`config.mk`:
```
export PLATFORM = sky130hd
export DESIGN_NAME = cpu
export DESIGN_NICKNAME = d
export VERILOG_FILES = /design/src/verilog/cpu_pkg.sv /design/src/verilog/control_unit.sv /design/src/verilog/register_file.sv /design/src/verilog/alu.sv /design/src/verilog/hazard_unit.sv /design/src/verilog/datapath.sv /design/src/verilog/cpu.sv
export SDC_FILE = /design/constraint.sdc
export NUM_CORES = 1
export LEC_CHECK = 0
export ABC_AREA = 1
export BUFFER_PORTS_ARGS = -buffer_cell sky130_fd_sc_hd__buf_2
export CAP_MARGIN = 25
export CELL_PAD_IN_SITES_DETAIL_PLACEMENT = 1
export CELL_PAD_IN_SITES_GLOBAL_PLACEMENT = 1
export CORE_MARGIN = 2
export CORE_UTILIZATION = 49
export DETAILED_ROUTE_END_ITERATION = 8
export GPL_ROUTABILITY_DRIVEN = 0
export PLACE_DENSITY = 0.9
export SLEW_MARGIN = 10
export SYNTH_ARGS = -nofsm -noshare
export SYNTH_HDL_FRONTEND = slang
export SYNTH_SLANG_ARGS = --single-unit
```
`constraint.sdc`:
```
create_clock -name Clk -period 8 [get_ports Clk]
set_clock_uncertainty 0.1 [all_clocks]
set_input_delay 0.4 -clock Clk [delete_from_list [all_inputs] [get_ports Clk]]
set_output_delay 0.4 -clock Clk [all_outputs]
set_load 0.01 [all_outputs]
```
`src/verilog/cpu_pkg.sv`:
```
package cpu_pkg;

    localparam int word_size = 16;

    // opcodes
    localparam logic [3:0] op_bne   = 4'd0;
    localparam logic [3:0] op_beq   = 4'd1;
    localparam logic [3:0] op_bgz   = 4'd2;
    localparam logic [3:0] op_blz   = 4'd3;
    localparam logic [3:0] op_adi   = 4'd4;
    localparam logic [3:0] op_ori   = 4'd5;
    localparam logic [3:0] op_lhi   = 4'd6;
    localparam logic [3:0] op_lwd   = 4'd7;
    localparam logic [3:0] op_swd   = 4'd8;
    localparam logic [3:0] op_jmp   = 4'd9;
    localparam logic [3:0] op_jal   = 4'd10;
    localparam logic [3:0] op_rtype = 4'd15;

    // function codes of the r-type group
    localparam logic [5:0] fn_add = 6'd0;
    localparam logic [5:0] fn_sub = 6'd1;
    localparam logic [5:0] fn_and = 6'd2;
    localparam logic [5:0] fn_orr = 6'd3;
    localparam logic [5:0] fn_not = 6'd4;
    localparam logic [5:0] fn_tcp = 6'd5;
    localparam logic [5:0] fn_shl = 6'd6;
    localparam logic [5:0] fn_shr = 6'd7;
    localparam logic [5:0] fn_jpr = 6'd25;
    localparam logic [5:0] fn_jrl = 6'd26;
    localparam logic [5:0] fn_wwd = 6'd28;
    localparam logic [5:0] fn_hlt = 6'd29;

    // control vector, grouped by the stage that consumes the bits
    localparam int ctl_wwd       = 0;
    localparam int ctl_reg_write = 1;
    localparam int ctl_mem_to_reg = 2;
    localparam int ctl_mem_write = 3;
    localparam int ctl_mem_read  = 4;
    localparam int ctl_is_branch = 5;
    localparam int ctl_alu_src   = 6;
    localparam int ctl_is_alu    = 7;
    localparam int ctl_is_jump_r = 8;
    localparam int ctl_is_jump_i = 9;
    localparam int ctl_reg_dst   = 10;
    localparam int ctl_width     = 11;

    // alu operations
    localparam logic [3:0] alu_add = 4'd0;
    localparam logic [3:0] alu_sub = 4'd1;
    localparam logic [3:0] alu_and = 4'd2;
    localparam logic [3:0] alu_orr = 4'd3;
    localparam logic [3:0] alu_not = 4'd4;
    localparam logic [3:0] alu_tcp = 4'd5;
    localparam logic [3:0] alu_shl = 4'd6;
    localparam logic [3:0] alu_shr = 4'd7;
    localparam logic [3:0] alu_lhi = 4'd8;

    // jal and jrl write the return address here
    localparam logic [1:0] link_reg = 2'd2;

endpackage

```
`src/verilog/control_unit.sv`:
```
module control_unit (
    input  logic [cpu_pkg::word_size-1:0] id_instr,
    output logic [cpu_pkg::ctl_width-1:0] controls
);

    logic [3:0] opcode;
    logic [5:0] func;

    assign opcode = id_instr[15:12];
    assign func   = id_instr[5:0];

    always_comb begin
        controls = '0;
        case (opcode)
            cpu_pkg::op_bne, cpu_pkg::op_beq, cpu_pkg::op_bgz, cpu_pkg::op_blz: begin
                controls[cpu_pkg::ctl_is_branch] = 1'b1;
            end
            cpu_pkg::op_adi, cpu_pkg::op_ori, cpu_pkg::op_lhi: begin
                controls[cpu_pkg::ctl_reg_write] = 1'b1;
                controls[cpu_pkg::ctl_alu_src]   = 1'b1;
            end
            cpu_pkg::op_lwd: begin
                controls[cpu_pkg::ctl_reg_write]  = 1'b1;
                controls[cpu_pkg::ctl_mem_to_reg] = 1'b1;
                controls[cpu_pkg::ctl_mem_read]   = 1'b1;
                controls[cpu_pkg::ctl_alu_src]    = 1'b1;
            end
            cpu_pkg::op_swd: begin
                controls[cpu_pkg::ctl_mem_write] = 1'b1;
                controls[cpu_pkg::ctl_alu_src]   = 1'b1;
            end
            cpu_pkg::op_jmp: begin
                controls[cpu_pkg::ctl_is_jump_i] = 1'b1;
            end
            cpu_pkg::op_jal: begin
                controls[cpu_pkg::ctl_is_jump_i] = 1'b1;
                controls[cpu_pkg::ctl_reg_write] = 1'b1;
            end
            cpu_pkg::op_rtype: begin
                if (func <= cpu_pkg::fn_shr) begin
                    controls[cpu_pkg::ctl_reg_write] = 1'b1;
                    controls[cpu_pkg::ctl_is_alu]    = 1'b1;
                    controls[cpu_pkg::ctl_reg_dst]   = 1'b1;
                end else if (func == cpu_pkg::fn_jpr) begin
                    controls[cpu_pkg::ctl_is_jump_r] = 1'b1;
                end else if (func == cpu_pkg::fn_jrl) begin
                    controls[cpu_pkg::ctl_is_jump_r] = 1'b1;
                    controls[cpu_pkg::ctl_reg_write] = 1'b1;
                end else if (func == cpu_pkg::fn_wwd) begin
                    controls[cpu_pkg::ctl_wwd] = 1'b1;
                end
            end
            default: begin
            end
        endcase
    end

endmodule

```
`src/verilog/register_file.sv`:
```
module register_file (
    input  logic                          Clk,
    input  logic                          rst_n,
    input  logic [1:0]                    rs,
    input  logic [1:0]                    rt,
    input  logic [1:0]                    wr_addr,
    input  logic [cpu_pkg::word_size-1:0] wr_data,
    input  logic                          wr_en,
    output logic [cpu_pkg::word_size-1:0] rs_data,
    output logic [cpu_pkg::word_size-1:0] rt_data
);

    logic [cpu_pkg::word_size-1:0] regs [4];

    always_ff @(posedge Clk) begin
        if (!rst_n) begin
            for (int i = 0; i < 4; i++) begin
                regs[i] <= '0;
            end
        end else if (wr_en) begin
            regs[wr_addr] <= wr_data;
        end
    end

    // write-back lands in the same cycle it is read in decode
    assign rs_data = (wr_en && wr_addr == rs) ? wr_data : regs[rs];
    assign rt_data = (wr_en && wr_addr == rt) ? wr_data : regs[rt];

endmodule

```
`src/verilog/alu.sv`:
```
module alu (
    input  logic [cpu_pkg::word_size-1:0] a,
    input  logic [cpu_pkg::word_size-1:0] b,
    input  logic [3:0]                    opcode,
    input  logic [5:0]                    func,
    input  logic                          is_alu,
    input  logic                          is_branch,
    output logic [cpu_pkg::word_size-1:0] result,
    output logic                          bcond
);

    logic [3:0] op;

    always_comb begin
        op = cpu_pkg::alu_add;
        if (is_alu && opcode == cpu_pkg::op_rtype) begin
            case (func)
                cpu_pkg::fn_sub: op = cpu_pkg::alu_sub;
                cpu_pkg::fn_and: op = cpu_pkg::alu_and;
                cpu_pkg::fn_orr: op = cpu_pkg::alu_orr;
                cpu_pkg::fn_not: op = cpu_pkg::alu_not;
                cpu_pkg::fn_tcp: op = cpu_pkg::alu_tcp;
                cpu_pkg::fn_shl: op = cpu_pkg::alu_shl;
                cpu_pkg::fn_shr: op = cpu_pkg::alu_shr;
                default:         op = cpu_pkg::alu_add;
            endcase
        end else if (opcode == cpu_pkg::op_ori) begin
            op = cpu_pkg::alu_orr;
        end else if (opcode == cpu_pkg::op_lhi) begin
            op = cpu_pkg::alu_lhi;
        end
    end

    always_comb begin
        case (op)
            cpu_pkg::alu_sub: result = a - b;
            cpu_pkg::alu_and: result = a & b;
            cpu_pkg::alu_orr: result = a | b;
            cpu_pkg::alu_not: result = ~a;
            cpu_pkg::alu_tcp: result = ~a + 1'b1;
            cpu_pkg::alu_shl: result = {a[14:0], 1'b0};
            // arithmetic shift keeps the sign
            cpu_pkg::alu_shr: result = {a[15], a[15:1]};
            cpu_pkg::alu_lhi: result = {b[7:0], 8'h00};
            default:          result = a + b;
        endcase
    end

    always_comb begin
        bcond = 1'b0;
        if (is_branch) begin
            case (opcode)
                cpu_pkg::op_bne: bcond = (a != b);
                cpu_pkg::op_beq: bcond = (a == b);
                cpu_pkg::op_bgz: bcond = ($signed(a) > 0);
                cpu_pkg::op_blz: bcond = ($signed(a) < 0);
                default:         bcond = 1'b0;
            endcase
        end
    end

endmodule

```
`src/verilog/hazard_unit.sv`:
```
module hazard_unit (
    input  logic [1:0] ex_rs,
    input  logic [1:0] ex_rt,
    input  logic [1:0] mem_rd,
    input  logic       mem_reg_write,
    input  logic [1:0] wb_rd,
    input  logic       wb_reg_write,
    input  logic [1:0] id_rs,
    input  logic       id_use_rs,
    input  logic [1:0] id_rt,
    input  logic       id_use_rt,
    input  logic       ex_mem_read,
    input  logic [1:0] ex_rd,
    output logic [1:0] forward_a,
    output logic [1:0] forward_b,
    output logic       stall
);

    // 01 takes the memory-stage result, 10 the write-back value
    always_comb begin
        if (mem_reg_write && mem_rd == ex_rs) begin
            forward_a = 2'b01;
        end else if (wb_reg_write && wb_rd == ex_rs) begin
            forward_a = 2'b10;
        end else begin
            forward_a = 2'b00;
        end
    end

    always_comb begin
        if (mem_reg_write && mem_rd == ex_rt) begin
            forward_b = 2'b01;
        end else if (wb_reg_write && wb_rd == ex_rt) begin
            forward_b = 2'b10;
        end else begin
            forward_b = 2'b00;
        end
    end

    // load data only exists after the memory stage
    assign stall = ex_mem_read &&
                   ((id_use_rs && ex_rd == id_rs) || (id_use_rt && ex_rd == id_rt));

endmodule

```
`src/verilog/datapath.sv`:
```
module datapath (
    input  logic                          Clk,
    input  logic                          rst_n,
    input  logic [cpu_pkg::word_size-1:0] instr,
    input  logic [cpu_pkg::word_size-1:0] rdata_d,
    input  logic [cpu_pkg::ctl_width-1:0] controls,
    output logic                          read_i,
    output logic [cpu_pkg::word_size-1:0] address_i,
    output logic                          read_d,
    output logic                          write_d,
    output logic [cpu_pkg::word_size-1:0] address_d,
    output logic [cpu_pkg::word_size-1:0] wdata_d,
    output logic [cpu_pkg::word_size-1:0] id_instr,
    output logic                          is_halted,
    output logic [cpu_pkg::word_size-1:0] num_inst,
    output logic [cpu_pkg::word_size-1:0] output_port
);

    logic [cpu_pkg::word_size-1:0] pc, next_pc;

    logic [cpu_pkg::word_size-1:0] if_id_pc;
    logic                          if_id_bubble;

    logic [cpu_pkg::ctl_reg_dst-1:0]   id_ex_ctl;
    logic [cpu_pkg::word_size-1:0]     id_ex_pc, id_ex_rs_data, id_ex_rt_data, id_ex_imm;
    logic [1:0]                        id_ex_rs, id_ex_rt, id_ex_rd;
    logic [3:0]                        id_ex_opcode;
    logic [5:0]                        id_ex_func;
    logic                              id_ex_bubble;

    logic [cpu_pkg::ctl_is_branch-1:0] ex_mem_ctl;
    logic [cpu_pkg::word_size-1:0]     ex_mem_alu, ex_mem_rt_data;
    logic [1:0]                        ex_mem_rd;
    logic                              ex_mem_bubble, ex_mem_hlt;

    logic [cpu_pkg::ctl_mem_write-1:0] mem_wb_ctl;
    logic [cpu_pkg::word_size-1:0]     mem_wb_alu, mem_wb_rdata;
    logic [1:0]                        mem_wb_rd;
    logic                              mem_wb_bubble, mem_wb_hlt;

    logic [3:0]                    id_opcode;
    logic [5:0]                    id_func;
    logic [1:0]                    id_rs, id_rt, id_rd;
    logic [cpu_pkg::word_size-1:0] id_rs_data, id_rt_data, id_imm;
    logic                          id_use_rs, id_use_rt, id_jump, stall;

    logic [1:0]                    forward_a, forward_b;
    logic [cpu_pkg::word_size-1:0] ex_a_fwd, ex_b_fwd, alu_a, alu_b, alu_result, ex_target;
    logic                          bcond, ex_link, ex_flush, ex_hlt;
    logic [cpu_pkg::word_size-1:0] wb_data;

    assign read_i    = !is_halted;
    assign address_i = pc;
    assign read_d    = ex_mem_ctl[cpu_pkg::ctl_mem_read];
    assign write_d   = ex_mem_ctl[cpu_pkg::ctl_mem_write];
    assign address_d = ex_mem_alu;
    assign wdata_d   = ex_mem_rt_data;

    // decode
    assign id_opcode = id_instr[15:12];
    assign id_rs     = id_instr[11:10];
    assign id_rt     = id_instr[9:8];
    assign id_func   = id_instr[5:0];
    assign id_imm    = (id_opcode == cpu_pkg::op_ori) ? {8'h00, id_instr[7:0]}
                                                      : {{8{id_instr[7]}}, id_instr[7:0]};
    assign id_rd = (controls[cpu_pkg::ctl_reg_write] &&
                    (controls[cpu_pkg::ctl_is_jump_i] || controls[cpu_pkg::ctl_is_jump_r]))
                   ? cpu_pkg::link_reg
                   : (controls[cpu_pkg::ctl_reg_dst] ? id_instr[7:6] : id_rt);
    assign id_use_rs = !if_id_bubble && !(id_opcode inside
                       {cpu_pkg::op_jmp, cpu_pkg::op_jal, cpu_pkg::op_lhi});
    assign id_use_rt = !if_id_bubble &&
                       ((id_opcode == cpu_pkg::op_rtype && id_func <= cpu_pkg::fn_shr) ||
                        id_opcode == cpu_pkg::op_bne || id_opcode == cpu_pkg::op_beq ||
                        id_opcode == cpu_pkg::op_swd);
    assign id_jump = !if_id_bubble && controls[cpu_pkg::ctl_is_jump_i];

    // execute
    assign wb_data  = mem_wb_ctl[cpu_pkg::ctl_mem_to_reg] ? mem_wb_rdata : mem_wb_alu;
    assign ex_a_fwd = (forward_a == 2'b01) ? ex_mem_alu
                    : (forward_a == 2'b10) ? wb_data : id_ex_rs_data;
    assign ex_b_fwd = (forward_b == 2'b01) ? ex_mem_alu
                    : (forward_b == 2'b10) ? wb_data : id_ex_rt_data;
    assign ex_link  = id_ex_ctl[cpu_pkg::ctl_reg_write] &&
                      (id_ex_ctl[cpu_pkg::ctl_is_jump_i] || id_ex_ctl[cpu_pkg::ctl_is_jump_r]);
    // link value is pc+1 passed through the adder, wwd passes rs unchanged
    assign alu_a = ex_link ? id_ex_pc : ex_a_fwd;
    assign alu_b = (ex_link || id_ex_ctl[cpu_pkg::ctl_wwd]) ? '0
                 : (id_ex_ctl[cpu_pkg::ctl_alu_src] ? id_ex_imm : ex_b_fwd);
    assign ex_flush  = bcond || id_ex_ctl[cpu_pkg::ctl_is_jump_r];
    assign ex_target = id_ex_ctl[cpu_pkg::ctl_is_jump_r] ? ex_a_fwd : id_ex_pc + id_ex_imm;
    assign ex_hlt    = !id_ex_bubble && id_ex_opcode == cpu_pkg::op_rtype &&
                       id_ex_func == cpu_pkg::fn_hlt;

    always_comb begin
        if (ex_flush) begin
            next_pc = ex_target;
        end else if (stall) begin
            next_pc = pc;
        end else if (id_jump) begin
            next_pc = {if_id_pc[15:12], id_instr[11:0]};
        end else begin
            next_pc = pc + 1'b1;
        end
    end

    register_file u_register_file (
        .Clk(Clk), .rst_n(rst_n), .rs(id_rs), .rt(id_rt),
        .wr_addr(mem_wb_rd), .wr_data(wb_data), .wr_en(mem_wb_ctl[cpu_pkg::ctl_reg_write]),
        .rs_data(id_rs_data), .rt_data(id_rt_data)
    );

    alu u_alu (
        .a(alu_a), .b(alu_b), .opcode(id_ex_opcode), .func(id_ex_func),
        .is_alu(id_ex_ctl[cpu_pkg::ctl_is_alu]), .is_branch(id_ex_ctl[cpu_pkg::ctl_is_branch]),
        .result(alu_result), .bcond(bcond)
    );

    hazard_unit u_hazard_unit (
        .ex_rs(id_ex_rs), .ex_rt(id_ex_rt),
        .mem_rd(ex_mem_rd), .mem_reg_write(ex_mem_ctl[cpu_pkg::ctl_reg_write]),
        .wb_rd(mem_wb_rd), .wb_reg_write(mem_wb_ctl[cpu_pkg::ctl_reg_write]),
        .id_rs(id_rs), .id_use_rs(id_use_rs), .id_rt(id_rt), .id_use_rt(id_use_rt),
        .ex_mem_read(id_ex_ctl[cpu_pkg::ctl_mem_read]), .ex_rd(id_ex_rd),
        .forward_a(forward_a), .forward_b(forward_b), .stall(stall)
    );

    // bubble bits, control bits, pc and the retire side
    always_ff @(posedge Clk) begin
        if (!rst_n || mem_wb_hlt) begin
            pc            <= rst_n ? pc : '0;
            if_id_bubble  <= 1'b1;
            id_ex_bubble  <= 1'b1;
            ex_mem_bubble <= 1'b1;
            mem_wb_bubble <= 1'b1;
            id_ex_ctl     <= '0;
            ex_mem_ctl    <= '0;
            mem_wb_ctl    <= '0;
            ex_mem_hlt    <= 1'b0;
            mem_wb_hlt    <= 1'b0;
            is_halted     <= rst_n;
            num_inst      <= rst_n ? num_inst + 1'b1 : '0;
            output_port   <= '0;
        end else if (!is_halted) begin
            if (!mem_wb_bubble) begin
                num_inst <= num_inst + 1'b1;
                if (mem_wb_ctl[cpu_pkg::ctl_wwd]) begin
                    output_port <= wb_data;
                end
            end
            pc            <= next_pc;
            mem_wb_bubble <= ex_mem_bubble;
            mem_wb_ctl    <= ex_mem_ctl[cpu_pkg::ctl_mem_write-1:0];
            mem_wb_hlt    <= ex_mem_hlt;
            ex_mem_bubble <= id_ex_bubble;
            ex_mem_ctl    <= id_ex_ctl[cpu_pkg::ctl_is_branch-1:0];
            ex_mem_hlt    <= ex_hlt;
            if (stall || ex_flush || if_id_bubble) begin
                id_ex_bubble <= 1'b1;
                id_ex_ctl    <= '0;
            end else begin
                id_ex_bubble <= 1'b0;
                id_ex_ctl    <= controls[cpu_pkg::ctl_reg_dst-1:0];
            end
            if (ex_flush || id_jump) begin
                if_id_bubble <= 1'b1;
            end else if (!stall) begin
                if_id_bubble <= 1'b0;
            end
        end
    end

    // payload follows the bubble bits
    always_ff @(posedge Clk) begin
        if (!stall) begin
            id_instr <= instr;
            if_id_pc <= pc + 1'b1;
        end
        id_ex_pc       <= if_id_pc;
        id_ex_rs_data  <= id_rs_data;
        id_ex_rt_data  <= id_rt_data;
        id_ex_imm      <= id_imm;
        id_ex_rs       <= id_rs;
        id_ex_rt       <= id_rt;
        id_ex_rd       <= id_rd;
        id_ex_opcode   <= id_opcode;
        id_ex_func     <= id_func;
        ex_mem_alu     <= alu_result;
        ex_mem_rt_data <= ex_b_fwd;
        ex_mem_rd      <= id_ex_rd;
        mem_wb_alu     <= ex_mem_alu;
        mem_wb_rdata   <= rdata_d;
        mem_wb_rd      <= ex_mem_rd;
    end

    assert property (@(posedge Clk) disable iff (!rst_n) !(read_d && write_d))
        else $error("datapath: read_d and write_d high together");

    // one bubble always clears the load out of execute
    assert property (@(posedge Clk) disable iff (!rst_n) stall |=> !stall)
        else $error("datapath: load-use stall held for two cycles");

endmodule

```
`src/verilog/cpu.sv`:
```
module cpu (
    input  logic                          Clk,
    input  logic                          rst_n,
    input  logic [cpu_pkg::word_size-1:0] instr,
    input  logic [cpu_pkg::word_size-1:0] rdata_d,
    output logic                          read_i,
    output logic [cpu_pkg::word_size-1:0] address_i,
    output logic                          read_d,
    output logic                          write_d,
    output logic [cpu_pkg::word_size-1:0] address_d,
    output logic [cpu_pkg::word_size-1:0] wdata_d,
    output logic                          is_halted,
    output logic [cpu_pkg::word_size-1:0] num_inst,
    output logic [cpu_pkg::word_size-1:0] output_port
);

    logic [cpu_pkg::word_size-1:0] id_instr;
    logic [cpu_pkg::ctl_width-1:0] controls;

    control_unit u_control_unit (
        .id_instr(id_instr),
        .controls(controls)
    );

    datapath u_datapath (
        .Clk(Clk), .rst_n(rst_n), .instr(instr), .rdata_d(rdata_d), .controls(controls),
        .read_i(read_i), .address_i(address_i),
        .read_d(read_d), .write_d(write_d), .address_d(address_d), .wdata_d(wdata_d),
        .id_instr(id_instr), .is_halted(is_halted), .num_inst(num_inst),
        .output_port(output_port)
    );

endmodule

```
# Word-level counts from Yosys, hierarchy flattened
# Memories as Yosys holds them, arrays and structs flattened. A register that Yosys moved wholly into a read port is not among the register bits.
# Index checks and enable logic that the tools add are counted.
# op_classes
add_sub_neg	6
order_cmp	3
n_eq_ne	55
n_mux	64
bitwise_logic	5
reduce_logical	47
# op_table
op	count
$mux 16	22
$pmux 16 s8	1
$add 16x1->16 const B	3
$eq 4x3->1 const B	10
$add 16x16->16	2
$eq 4x2->1 const B	6
$eq 4x4->1 const B	6
$eq 6x3->1 const B	4
$eq 6x5->1 const B	4
$mux 1	24
$pmux 3 s7	1
$mux 2	10
$logic_and 1x1->1	18
$and 16x16->16	1
$eq 16x16->1	1
$eq 2x2->1	8
$gt 16x1->1 const B	1
$lt 16x1->1 const B	1
$ne 16x16->1	1
$not 16->16	1
$or 16x16->16	1
$reduce_or 16->1	1
$sub 16x16->16	1
$eq 4x1->1 const B	3
21 further kinds	49
# totals
register_bits	246
mem_bits_rw	64
input_bits	34
word_cells	212
memories	1
# memory_table
memory	words	word_bits	rd	rd_ports_with_merged_regs	wr	line	text
u_datapath.u_register_file.regs	4	16	2	2	4	register_file.sv:13	logic [cpu_pkg::word_size-1:0] regs [4];

# Logic depth before layout (Yosys ltp)
# Gate-level depths: netlist of run 1.
# depth
ltp_word	16
ltp_mapped	28

# Cells and area by module
# From an unflattened synthesis of run 1, not the netlist that was laid out.
# unflattened
cells_unflattened	2454
area_unflattened_um2	18068.6
# by_module_without_submodules
mod	instances	cells_per_inst	area_each_um2
datapath	1	1107	9721.8
register_file	1	597	4184.0
alu	1	662	3741.1
hazard_unit	1	44	221.5
control_unit	1	44	200.2

# Worst setup path before layout of run 1
# No wires, ideal clock.
# synth_timing
kind	register -> register
from	register u_datapath.ex_mem_rd[1]
to	register u_datapath.pc (netlist bit u_datapath.address_i[0]) (enable)
t_arrival_ns	3.630
required_ns	7.536
path_slack_ns	3.906
path_stages_with_launch	27
path_buffers	4
synth_period_minus_slack_ns	4.094
path_cell_list	dfxtp_1 > inv_1 > nand2_1 > nand2_1 > nand3_1 > clkbuf_1 > nand2_1 > clkbuf_1 > nor2_1 > a221oi_1 > or2_2 > nand2_1 > inv_1 > ha_1 > clkbuf_1 > nor2_1 > nand3_1 > nor4_1 > nand3_1 > nand3_1 > nand2_1 > nand2_1 > nand2_2 > nand2_2 > buf_4 > o21ai_1 > inv_1
# synth_between
elab_chain_len	14
elab_cells_between_ends	26
# synth_lines
item	line	text
from (decl)	datapath.sv:33	logic [1:0] ex_mem_rd;
from (signal assigned)	datapath.sv:190	ex_mem_rd <= id_ex_rd;
$eq 2x2->1 (*)	hazard_unit.sv:31	if (mem_reg_write && mem_rd == ex_rt) begin
$logic_and 1x1->1 (*)	hazard_unit.sv:31	
$mux 2 (*)	hazard_unit.sv:31	
$eq 2x2->1	datapath.sv:83	: (forward_b == 2'b10) ? wb_data : id_ex_rt_data;
$mux 16	datapath.sv:83	
$mux 16 (*)	datapath.sv:82	assign ex_b_fwd = (forward_b == 2'b01) ? ex_mem_alu
named net u_datapath.ex_b_fwd (one bit)	datapath.sv:48	logic [cpu_pkg::word_size-1:0] ex_a_fwd, ex_b_fwd, alu_a, alu_b, alu_result, ex_target;
$mux 16 (*)	datapath.sv:89	: (id_ex_ctl[cpu_pkg::ctl_alu_src] ? id_ex_imm : ex_b_fwd);
$mux 16 (*)	datapath.sv:88	assign alu_b = (ex_link || id_ex_ctl[cpu_pkg::ctl_wwd]) ? '0
$eq 16x16->1 / $ne 16x16->1 (equally long branches)	alu.sv:54, alu.sv:53	
$pmux 1 s4 (*)	alu.sv:52	case (opcode)
$mux 1 (*)	alu.sv:51	if (is_branch) begin
$logic_or 1x1->1 (*)	datapath.sv:90	assign ex_flush = bcond || id_ex_ctl[cpu_pkg::ctl_is_jump_r];
$ne 3x3->1 (no source line) (*)	n/a	
$reduce_and 3->1 (no source line) (*)	n/a	
to (signal assigned)	datapath.sv:131	pc <= rst_n ? pc : '0;
to (signal assigned)	datapath.sv:151	pc <= next_pc;
to (decl)	datapath.sv:19	logic [cpu_pkg::word_size-1:0] pc, next_pc;
# Mark *: on every way through the listed nets, which the timed path passes. The rest lies on a longest branch.
# A chain may end at the register's enable or synchronous reset.

# Worst setup path in the final report of run 1
# layout_timing
from	register u_datapath.id_ex_ctl[8] (netlist bit)
to	register u_datapath.pc (netlist bit u_datapath.address_i[0]) (enable)
# layout_between
elab_chain_len	10
elab_cells_between_ends	14
# layout_lines
item	line	text
from (decl)	datapath.sv:24	logic [cpu_pkg::ctl_reg_dst-1:0] id_ex_ctl;
from (signal assigned)	datapath.sv:163	id_ex_ctl <= controls[cpu_pkg::ctl_reg_dst-1:0];
branches (longest 7 deep; another with $lt 16x1->1)	n/a	
$logic_or 1x1->1 (*)	datapath.sv:90	
$ne 3x3->1 (no source line) (*)	n/a	
$reduce_and 3->1 (no source line) (*)	n/a	
# Every way passes the cells marked *.

==> metrics, run 1 <==
status=completed; first-pass GRT wire length=100000 um; Leak Pwr=roughly 8.6 nW; initial antenna violation count=1; Mapped Nets=approximately 2200; clock slew at reported path FFs=60 ps; top cells by area, synth=edfxtp_1, dfxtp_1, nand2_1, inv_1, nor2_1; Post-synth EDFFs=129; Netlist cell types=51; die area=0.0350 mm^2; number of DRC markers in iteration 0=1711; CP max FO=26; sequential area share after synthesis=0.451; CTS max path bufs=3; Tot Pwr=5.23 mW; commonest non-fill, non-tap cell in the layout=nand2_1; top-area cell type share of the netlist area=0.236; Final period util=0.791; Min Clock Period, post-route=between 6000 and 7000 ps; DRC=0; vias in the first global route=~17000; post-route ant nets=0; critical path's slowest cell=o21ai_2; Core Region=0.0333 mm^2; crit-path cells=o21ai_2 > inv_1 > nor2_2 > o21ai_0 > inv_1 > nand2_1 > ha_1 > nor2_1 > nand3_1 > nor4_1 > nand3_1 > nand3_1 > nand2_1 > nand2_1 > nand2_2 > nand2_2 > o21ai_1 > inv_1; DR vias/cell=6.15; DRT Wirelength=around 65000 um; WHS=between 200 and 250 ps; Synth async-reset ratio=0; WL per Instance=24.2 um; most frequent cells in the layout=nand2_1, inv_1, nor2_1, dfxtp_1, a21oi_1; Arr. time, crit path=around 6400 ps; Synth Instances=2096; Hold Path Class=flip-flop to flip-flop; CTS tree=done; starting density of the core=0.494; total clock sinks=306; Root Buffer=clkbuf_16; # port buffers=117; # H-tree levels=2; Synth Register Bits=306; Slew Viols, Final=0; CP required=8060 ps; Worst-Margin Slew=between 1000 and 1500 ps; Total GRT Usage=0.367; Max VDD drop=roughly 0.21 mV; die height=about 190 um; # setup viols final=0; design area=0.0189 mm^2; Post-Syn Area=0.0164 mm^2; Post-CTS Setup Inserts=0; diodes inserted=0; Die Wd=187 um; RSZ-0062 raised after global routing=false; max-cap viol count=0; Synth area leader=edfxtp_1; share of post-route cells with drive strength above 1=0.113; Placement Rows=67; total number of vias=~17000; Post-Route Setup TNS=0 ps; PostCTS Resize Cnt=0; Final Hold Fails=0; Hold Buf Count CTS=32; nets=2317; r2r setup slk=1670 ps; CP bufs+invs=3; clk_lat worst skew=530 ps; DP HPWL=roughly 45000 um; CP max stage delay=840 ps; Non-Filler Instances=2696; drt pass-1 iters=6; Slew headroom=0.300; Cell Area, Placed=about 0.017 mm^2; Primary FF master, synth=dfxtp_1; Cells after DPL=2597; boundary pin count=118; Area Overhead vs Synth=15.1%; cts bufs inserted=35; largest net degree at the start of global routing=65; Max Fclk=around 160 MHz; Pwr per Cell Area=about 280 mW/mm^2; Critical Path Start Type=flip-flop; CP endpoint kind=flip-flop; total gr overflow=0; crit path kind=flip-flop to flip-flop; syn_area_per_cell=7.84 um^2; family with the most delay on the worst path=simple AND/OR/NAND/NOR gates; Yosys Warn Count=0
cell usage after synthesis (10+ instances only):
cell type    n
nand2_1    407
inv_1      249
nor2_1     245
dfxtp_1    177
a21oi_1    140
nand3_1    134
edfxtp_1   129
o21ai_0    125
clkbuf_1    63
ha_1        59
o211ai_1    41
a31oi_1     36
xor2_1      30
nor3_1      29
or2_2       27
nand4_1     22
o22ai_1     20
a211oi_1    17
xnor2_1     16
nand2_2     14
a221oi_1    10
where the power goes:
| group | internal [mW] | switching [mW] | total, mW |
|---|---|---|---|
| Sequential | 1.84 | 0.206 | 2.04 |
| Combinational | 0.438 | 1.06 | 1.50 |
| Clock | 1.00 | 0.690 | 1.69 |
| Total | 3.28 | 1.96 | 5.23 |
sequential cells by signal, summed over array words and instances (netlist names), 5 cells and up, named ones only:
signal and count:
u_datapath.id_ex_func 5, u_datapath.mem_wb_rdata 16, u_datapath.address_i 16, u_datapath.id_instr 16, u_datapath.id_ex_ctl 9, u_datapath.num_inst 16
u_datapath.wdata_d 16, u_datapath.output_port 16, u_datapath.id_ex_pc 16, u_datapath.id_ex_rs_data 16, u_datapath.mem_wb_alu 16, u_datapath.if_id_pc 16
u_datapath.id_ex_rt_data 16, u_datapath.u_register_file.regs 64, u_datapath.address_d 16
stage by stage:
stage / utilization / setup WS [ps]
floorplan: - / 3910
global placement: 0.522 / 2100
detailed placement: 0.522 / 1880
CTS: 0.567 / 1880
global route: 0.569 / 1380
finish: 0.569 / 1670
path summary, 6_finish.rpt:
kind / start / cells after the start / endpoint
setup / recovery: u_datapath.id_ex_ctl[8] / 18 / u_datapath.address_i[0]
hold reg to reg: u_datapath.if_id_pc[9] / 0 / u_datapath.id_ex_pc[9]
setup reg to reg: u_datapath.id_ex_ctl[8] / 18 / u_datapath.address_i[0]
hold / removal: u_datapath.if_id_pc[9] / 0 / u_datapath.id_ex_pc[9]
cells by family after synthesis:
group                      Yosys count  synth area share
adders and majority gates           62            0.0486
and+or+nand+nor                    897             0.232
xor gates and xnor gates            46            0.0245
buffers and inverters              335            0.0804
DFF                                306             0.451
muxes                                3           0.00183
AOI/OAI and AO/OA                  447             0.161
cell type report:
class,instances,area [um^2]
Clock buffer,50,1030
Sequential cell,306,7420
Inverter,255,957
Timing Repair Buffer,168,1080
Clock inverter,14,164
Multi-Input combinational cell,1455,7720
Tap cell,448,561
Fill cell,4071,14400
metal layers:
metal,up-vias,share of wire,GRT usage
met2,998,0.46,0.603
met5,-,0.00018,0
li1,7299,-,-
met1,8003,0.38,0.463
met4,2,0.064,0.197
met3,274,0.090,0.0608
worst register-to-register path: cells and delay by family, from the launching register on:
| kind | cells | cell delay, ps |
|---|---|---|
| flip-flops | 1 | 560 |
| AND/OR/NAND/NOR | 11 | 2560 |
| adder cells (fa/ha/maj) | 1 | 440 |
| AO/OA/AOI/OAI | 3 | 1130 |
| buffers and inverters | 3 | 1180 |
(Power assumes the default switching activity.)
==> run 2, diff against run 1 <==
CORE_UTILIZATION = 46   (was 49)
PLACE_DENSITY = 0.85   (was 0.9)
clock period = 5.86 ns   (was 8 ns; I/O delays follow)
==> metrics, run 2 (synthesis gave the netlist of run 1 again) <==
clock slew at reported path FFs=60 ps (about the same); Die Wd=193 um (+3.1%); crit-path cells=inv_1 > nand2_1 > nand3_1 > nor2_1 > nand2_1 > o221ai_1 > nand2_1 > nand2_1 > nor2_1 > ha_1 > inv_1 > nand2_1 > nor3_1 > nand3_1 > nor4_2 > nand3_1 > nand2_1 > nand2_1 > nand2_1 > nand2_1 > nand2_2 > nand2_2 > o21ai_1 > clkinvlp_4; Critical Path Start Type=flip-flop; cts bufs inserted=35 (unchanged); die area=0.0373 mm^2 (+6.4%); # setup viols final=0 (unchanged); crit path kind=flip-flop to flip-flop; clk_lat worst skew=560 ps (+30 ps); Area Overhead vs Synth=15.5%; Worst Setup EP=u_datapath.address_i[1]; Max VDD drop=0.349 mV (+66%); Min Clock Period, post-route=5390 ps (-937 ps); CTS max path bufs=3 (unchanged); Largest register FFs=64 (unchanged); dpl ws=432 ps (-1440 ps); CP max stage delay=430 ps (-410 ps); starting density of the core=0.465 (-0.0295); total clock sinks=306 (unchanged); most frequent CP cell=nand2_1; reg-to-reg critical path startpoint=u_datapath.mem_wb_rd[0]; nets=2330 (+0.56%); total number of vias=16200 (-2.1%); CP required=5950 ps (-2110 ps); Core Region=0.0354 mm^2 (+6.4%); WL per Instance=23.1 um (-4.7%); die height=193 um (+3.1%); # H-tree levels=2 (unchanged); largest net degree at the start of global routing=65 (unchanged); critical path's slowest cell=dfxtp_1; post-route ant nets=0 (unchanged); Storage cell area=0.00742 mm^2 (unchanged); Slew headroom=0.288 (-0.0122); Root Buffer=clkbuf_16; reg-to-reg endpoint=u_datapath.address_i[1]; initial antenna violation count=0 (-1); Final Hold Fails=0 (unchanged); Setup WS post-layout=466 ps (-1200 ps); Slew Viols, Final=0 (unchanged); Pwr per Cell Area=371 mW/mm^2 (+34%); Biggest register=u_datapath.u_register_file.regs; DR vias/cell=5.97 (-3.0%); Worst-Margin Slew=1060 ps (+18.2 ps); Leak Pwr=8.59 nW (+0.11%); status=completed; FILL cells=4376 (+7.5%); commonest non-fill, non-tap cell in the layout=nand2_1; crit path launch=u_datapath.mem_wb_rd[0]; DP HPWL=45400 um (-0.16%); drt pass-1 iters=5 (-1); Max Fclk=185 MHz (+17%); Placement Rows=69 (+3.0%); multi-input logic area=0.00774 mm^2 (+0.23%); Post-CTS Setup Inserts=0 (unchanged); boundary pin count=118 (unchanged); final core utilization=0.536 (-0.0323); diodes inserted=0 (unchanged); Tot Pwr=7.04 mW (+35%); Arr. time, crit path=5480 ps (-920 ps); max-cap viol count=0 (unchanged); first-pass GRT wire length=96100 um (-4.3%); DRC=0 (unchanged); CP max FO=16 (-38%); vias in the first global route=16800 (-2.9%); most frequent cells in the layout=nand2_1, inv_1, nor2_1, dfxtp_1, a21oi_1; total gr overflow=0 (unchanged); Final period util=0.920 (+0.129); Total GRT Usage=0.338 (-0.0285); CTS tree=done; r2r setup slk=470 ps (-1200 ps); # port buffers=117 (unchanged); Hold Path Class=primary input to flip-flop; share of post-route cells with drive strength above 1=0.119 (+0.00609); DRT Wirelength=62800 um (-3.9%); reg2reg path depth=24 (+6); number of DRC markers in iteration 0=1444 (-16%); CP endpoint kind=flip-flop
## run 2: worst max-delay path: cells and delay by family, from the launching register on
kind,cells,cell delay [ps]
buf+inv,3,720
fa+ha+maj,1,400
simple gates,18,2650
flops,1,430
compound gates,2,730
## run 2: power by group
| group | internal, mW | switching, mW |
|---|---|---|
| logic | 0.629 | 1.44 |
| clock network | 1.26 | 0.938 |
| registers | 2.51 | 0.263 |
## run 2: worst min-delay path by stage
stage	start	end	slack [ps]	cells after the start
5_1_grt	rst_n	u_datapath.is_halted	140	1
4_1_cts	rst_n	u_datapath.mem_wb_hlt	120	3
6_report	rst_n	u_datapath.mem_wb_hlt	140	3
2_1_floorplan	rdata_d[0]	u_datapath.mem_wb_rdata[0]	220	0
3_3_place_gp	u_datapath.if_id_pc[8]	u_datapath.id_ex_pc[8]	230	0
3_5_place_dp	u_datapath.if_id_pc[0]	u_datapath.id_ex_pc[0]	230	0
## run 2: cell type report
cell class | instances | share of cell area
multi-input combinational | 1455 | 0.407
sequential | 306 | 0.391
timing repair buffer | 181 | 0.0621
clock buffer | 48 | 0.0514
inverter | 255 | 0.0506
tap | 461 | 0.0304
clock inverter | 14 | 0.00725
## run 2: layer usage
layer  wire, um  GRT usage  vias to the layer above
met5          0          0                        -
met4       3440      0.172                        0
met3       4810     0.0585                      183
met2      28500      0.542                      766
met1      26100      0.440                     7948
li1           -          -                     7330
## run 2: repair_timing
item                                   CTS  global route
hold buffers                            32             0
endpoints found under the hold margin   36             0
gates resized for setup                  0             4
setup endpoints to repair                0            16
## run 2: metrics by stage
step	std cells	hold slack, ps	setup TNS (ps)	area (um^2)
floorplan	2096	221	0	16400
global placement	2623	226	0	17500
detailed placement	2623	228	0	17500
CTS	2717	123	0	18900
global route	2720	140	-32.7	19000
finish	2720	136	0	19000
==> run 3, diff against run 2 <==
ABC_AREA = default   (was 1)
CELL_PAD_IN_SITES_DETAIL_PLACEMENT = 0   (was 1)
CORE_UTILIZATION = 48   (was 46)
PLACE_DENSITY = 0.84   (was 0.85)
==> metrics, run 3 <==
status=completed; total gr overflow=0 (unchanged); top cells by area, synth=edfxtp_1, dfxtp_1, ha_1, mux4_2, nor2_1; DRC=0 (unchanged); die area=0.0353 mm^2 (-5.2%); Core Region=0.0334 mm^2 (-5.5%); Total GRT Usage=0.277 (-0.0616); vias in the first global route=13000 (-23%); Largest register FFs=64 (unchanged); total clock sinks=306 (unchanged); Placement Rows=67 (-2.9%); Hold Path Class=primary input to flip-flop; CTS tree=done; sequential area share after synthesis=0.457 (+0.00549); RSZ-0062 raised after global routing=false; Slew Viols, Final=0 (unchanged); Pwr per Cell Area=318 mW/mm^2 (-14%); # setup viols final=0 (unchanged); DR vias/cell=6.08 (+2.0%); Root Buffer=clkbuf_16; Primary FF master, synth=dfxtp_1; Clk pwr share=0.359 (+0.046); CTS max path bufs=3 (unchanged); Cell Int Power=4.15 mW (-5.8%); reg-to-reg critical path startpoint=u_datapath.mem_wb_ctl[2]; Final Hold Fails=0 (unchanged); # H-tree levels=2 (unchanged); Post-Route Setup TNS=0 ps (unchanged); share of post-route cells with drive strength above 1=0.173 (+0.0541); Post-synth EDFFs=129 (unchanged); CP max FO=18 (+2); Biggest register=u_datapath.u_register_file.regs; post-route ant nets=0 (unchanged); total number of vias=13700 (-16%); diodes inserted=0 (unchanged); Arr. time, crit path=5680 ps (+200 ps); CP required=5970 ps (+20 ps); Synth Instances=1632 (-22%); max-cap viol count=0 (unchanged); cts bufs inserted=34 (-2.9%); # port buffers=117 (unchanged); Switch Pwr=1.87 mW (-29%); crit path kind=flip-flop to flip-flop; Max Fclk=179 MHz (-3.2%); CP bufs+invs=4 (+1); crit-path cells=buf_4 > mux2i_1 > buf_4 > and4_1 > o311ai_0 > nand2_1 > ha_1 > nor4_1 > nand2_1 > nor2_1 > inv_1 > o311ai_1 > o311ai_4 > and2_1 > nor2b_1 > o31ai_2 > buf_4; most frequent CP cell=buf_4; final core utilization=0.566 (+0.0291); Synth area leader=edfxtp_1; nets=1871 (-20%); number of DRC markers in iteration 0=1577 (+9.2%); Min Clock Period, post-route=5570 ps (+178 ps); Final period util=0.951 (+0.0303); Worst-Margin Slew=1140 ps (+77.0 ps); Netlist cell types=94 (+84%); FILL cells=2886 (-34%); top-count cell post-synth=nor2_1; Post-Syn Area=0.0162 mm^2 (-1.2%); initial antenna violation count=0 (unchanged); CP max stage delay=600 ps (+170 ps); critical path's slowest cell=o311ai_0; clock slew at reported path FFs=60 ps (about the same); Slew headroom=0.233 (-0.0546); family with the most delay on the worst path=simple AND/OR/NAND/NOR gates; most frequent cells in the layout=nor2_1, dfxtp_1, edfxtp_1, nand2_1, buf_2; Mapped Nets=1728 (-21%); WL per Instance=22.2 um (-3.7%); syn_area_per_cell=9.95 um^2 (+27%); Switching Share=0.310 (-0.0643); CP endpoint kind=flip-flop; boundary pin count=118 (unchanged); top-area cell type share of the netlist area=0.238 (+0.00287); DP HPWL=36200 um (-20%); Flop pwr share=0.436 (+0.042); Synth Register Bits=306 (unchanged); first-pass GRT wire length=75800 um (-21%); Synth async-reset ratio=0 (unchanged); Critical Path Start Type=flip-flop; largest net degree at the start of global routing=40 (-38%); crit path launch=u_datapath.mem_wb_ctl[2]; Leak Pwr=7.67 nW (-11%); Die Wd=188 um (-2.6%); clk_lat worst skew=540 ps (-20 ps); DRT Wirelength=50000 um (-20%); starting density of the core=0.486 (+0.0211); commonest non-fill, non-tap cell in the layout=nor2_1; drt pass-1 iters=8 (+3); Commonest cells post-synth=nor2_1, dfxtp_1, edfxtp_1; dpl ws=281 ps (-151 ps); Setup WS post-layout=288 ps (-178 ps); Area Overhead vs Synth=16.4%; Max VDD drop=0.239 mV (-32%); die height=188 um (-2.6%); Yosys Warn Count=0 (unchanged); proportion of power drawn by combinational gates=0.205 (-0.088); min-delay src=rst_n
[run 3: cell types whose count changed after synthesis, sizes merged, moves of 32 or more]
cell / change
inv: -182
a21oi: -52
mux2i: +47
nand2: -302
mux4: +32
xnor2: +39
nand3: -106
nor2: -64
o21ai: -49
[run 3: cell families after synthesis]
family          count (synthesis)  share of synthesized area
simple gates                  528                      0.156
compound gates                400                      0.170
flops                         306                      0.457
buf+inv                       167                     0.0421
mux                            93                     0.0840
xor+xnor                       76                     0.0419
fa+ha+maj                      62                     0.0491
[run 3: final cells by class]
cell class | count | area [um^2] | share of cell area
Clock buffer | 39 | 890 | 0.0470
Clock inverter | 22 | 239 | 0.0126
Inverter | 68 | 255 | 0.0135
Multi-Input combinational cell | 1159 | 8190 | 0.433
Sequential cell | 306 | 7420 | 0.392
Tap cell | 448 | 561 | 0.0296
Timing Repair Buffer | 206 | 1360 | 0.0721
[run 3: worst register-to-register path, cell delays in order (launching register included)]
cell and delay, ps:
dfxtp_1 340, buf_4 350, mux2i_1 150, buf_4 190, and4_1 230, o311ai_0 600
nand2_1 380, ha_1 500, nor4_1 460, nand2_1 160, nor2_1 180, inv_1 80
o311ai_1 440, o311ai_4 220, and2_1 270, nor2b_1 150, o31ai_2 180, buf_4 280
[run 3: power by group through the flow]
stage | clock network [mW] | registers [mW] | logic, mW
6_report | 2.16 | 2.62 | 1.23
5_1_grt | 2.27 | 2.63 | 1.33
4_1_cts | 2.19 | 2.61 | 1.20
3_5_place_dp | 0 | 2.66 | 1.18
3_3_place_gp | 0 | 2.66 | 1.16
2_1_floorplan | 0 | 2.59 | 0.750
[run 3: final timing paths]
path	endpoint	slack [ps]	depth (start not counted)
hold reg to reg	u_datapath.id_ex_pc[8]	220	0
setup reg to reg	u_datapath.address_i[6]	290	17
hold / removal	u_datapath.is_halted	150	1
setup / recovery	u_datapath.address_i[6]	290	17
[run 3: metrics by stage]
step	cell area, um^2	total power, mW	cells	hold slack [ps]
after floorplan	16200	3.33	1632	221
after global placement	17400	3.82	2148	224
after detailed placement	17400	3.83	2150	227
after CTS	18800	6.01	2243	134
after global routing	18900	6.23	2248	149
final	18900	6.02	2248	145
[run 3: timing repair]
item,4_1_cts,5_1_grt
endpoints found under the setup margin,0,20
buffers inserted,0,2
endpoints found under the hold margin,36,0
resized for setup,0,4
hold buffers,32,0
[run 3: routing by layer]
layer  part of all wire  up-vias  GRT usage
li1                   -     6299          -
met1               0.42     6590      0.372
met2               0.46      658      0.444
met3              0.079      131     0.0472
met4              0.043        0      0.113
met5                  0        -          0
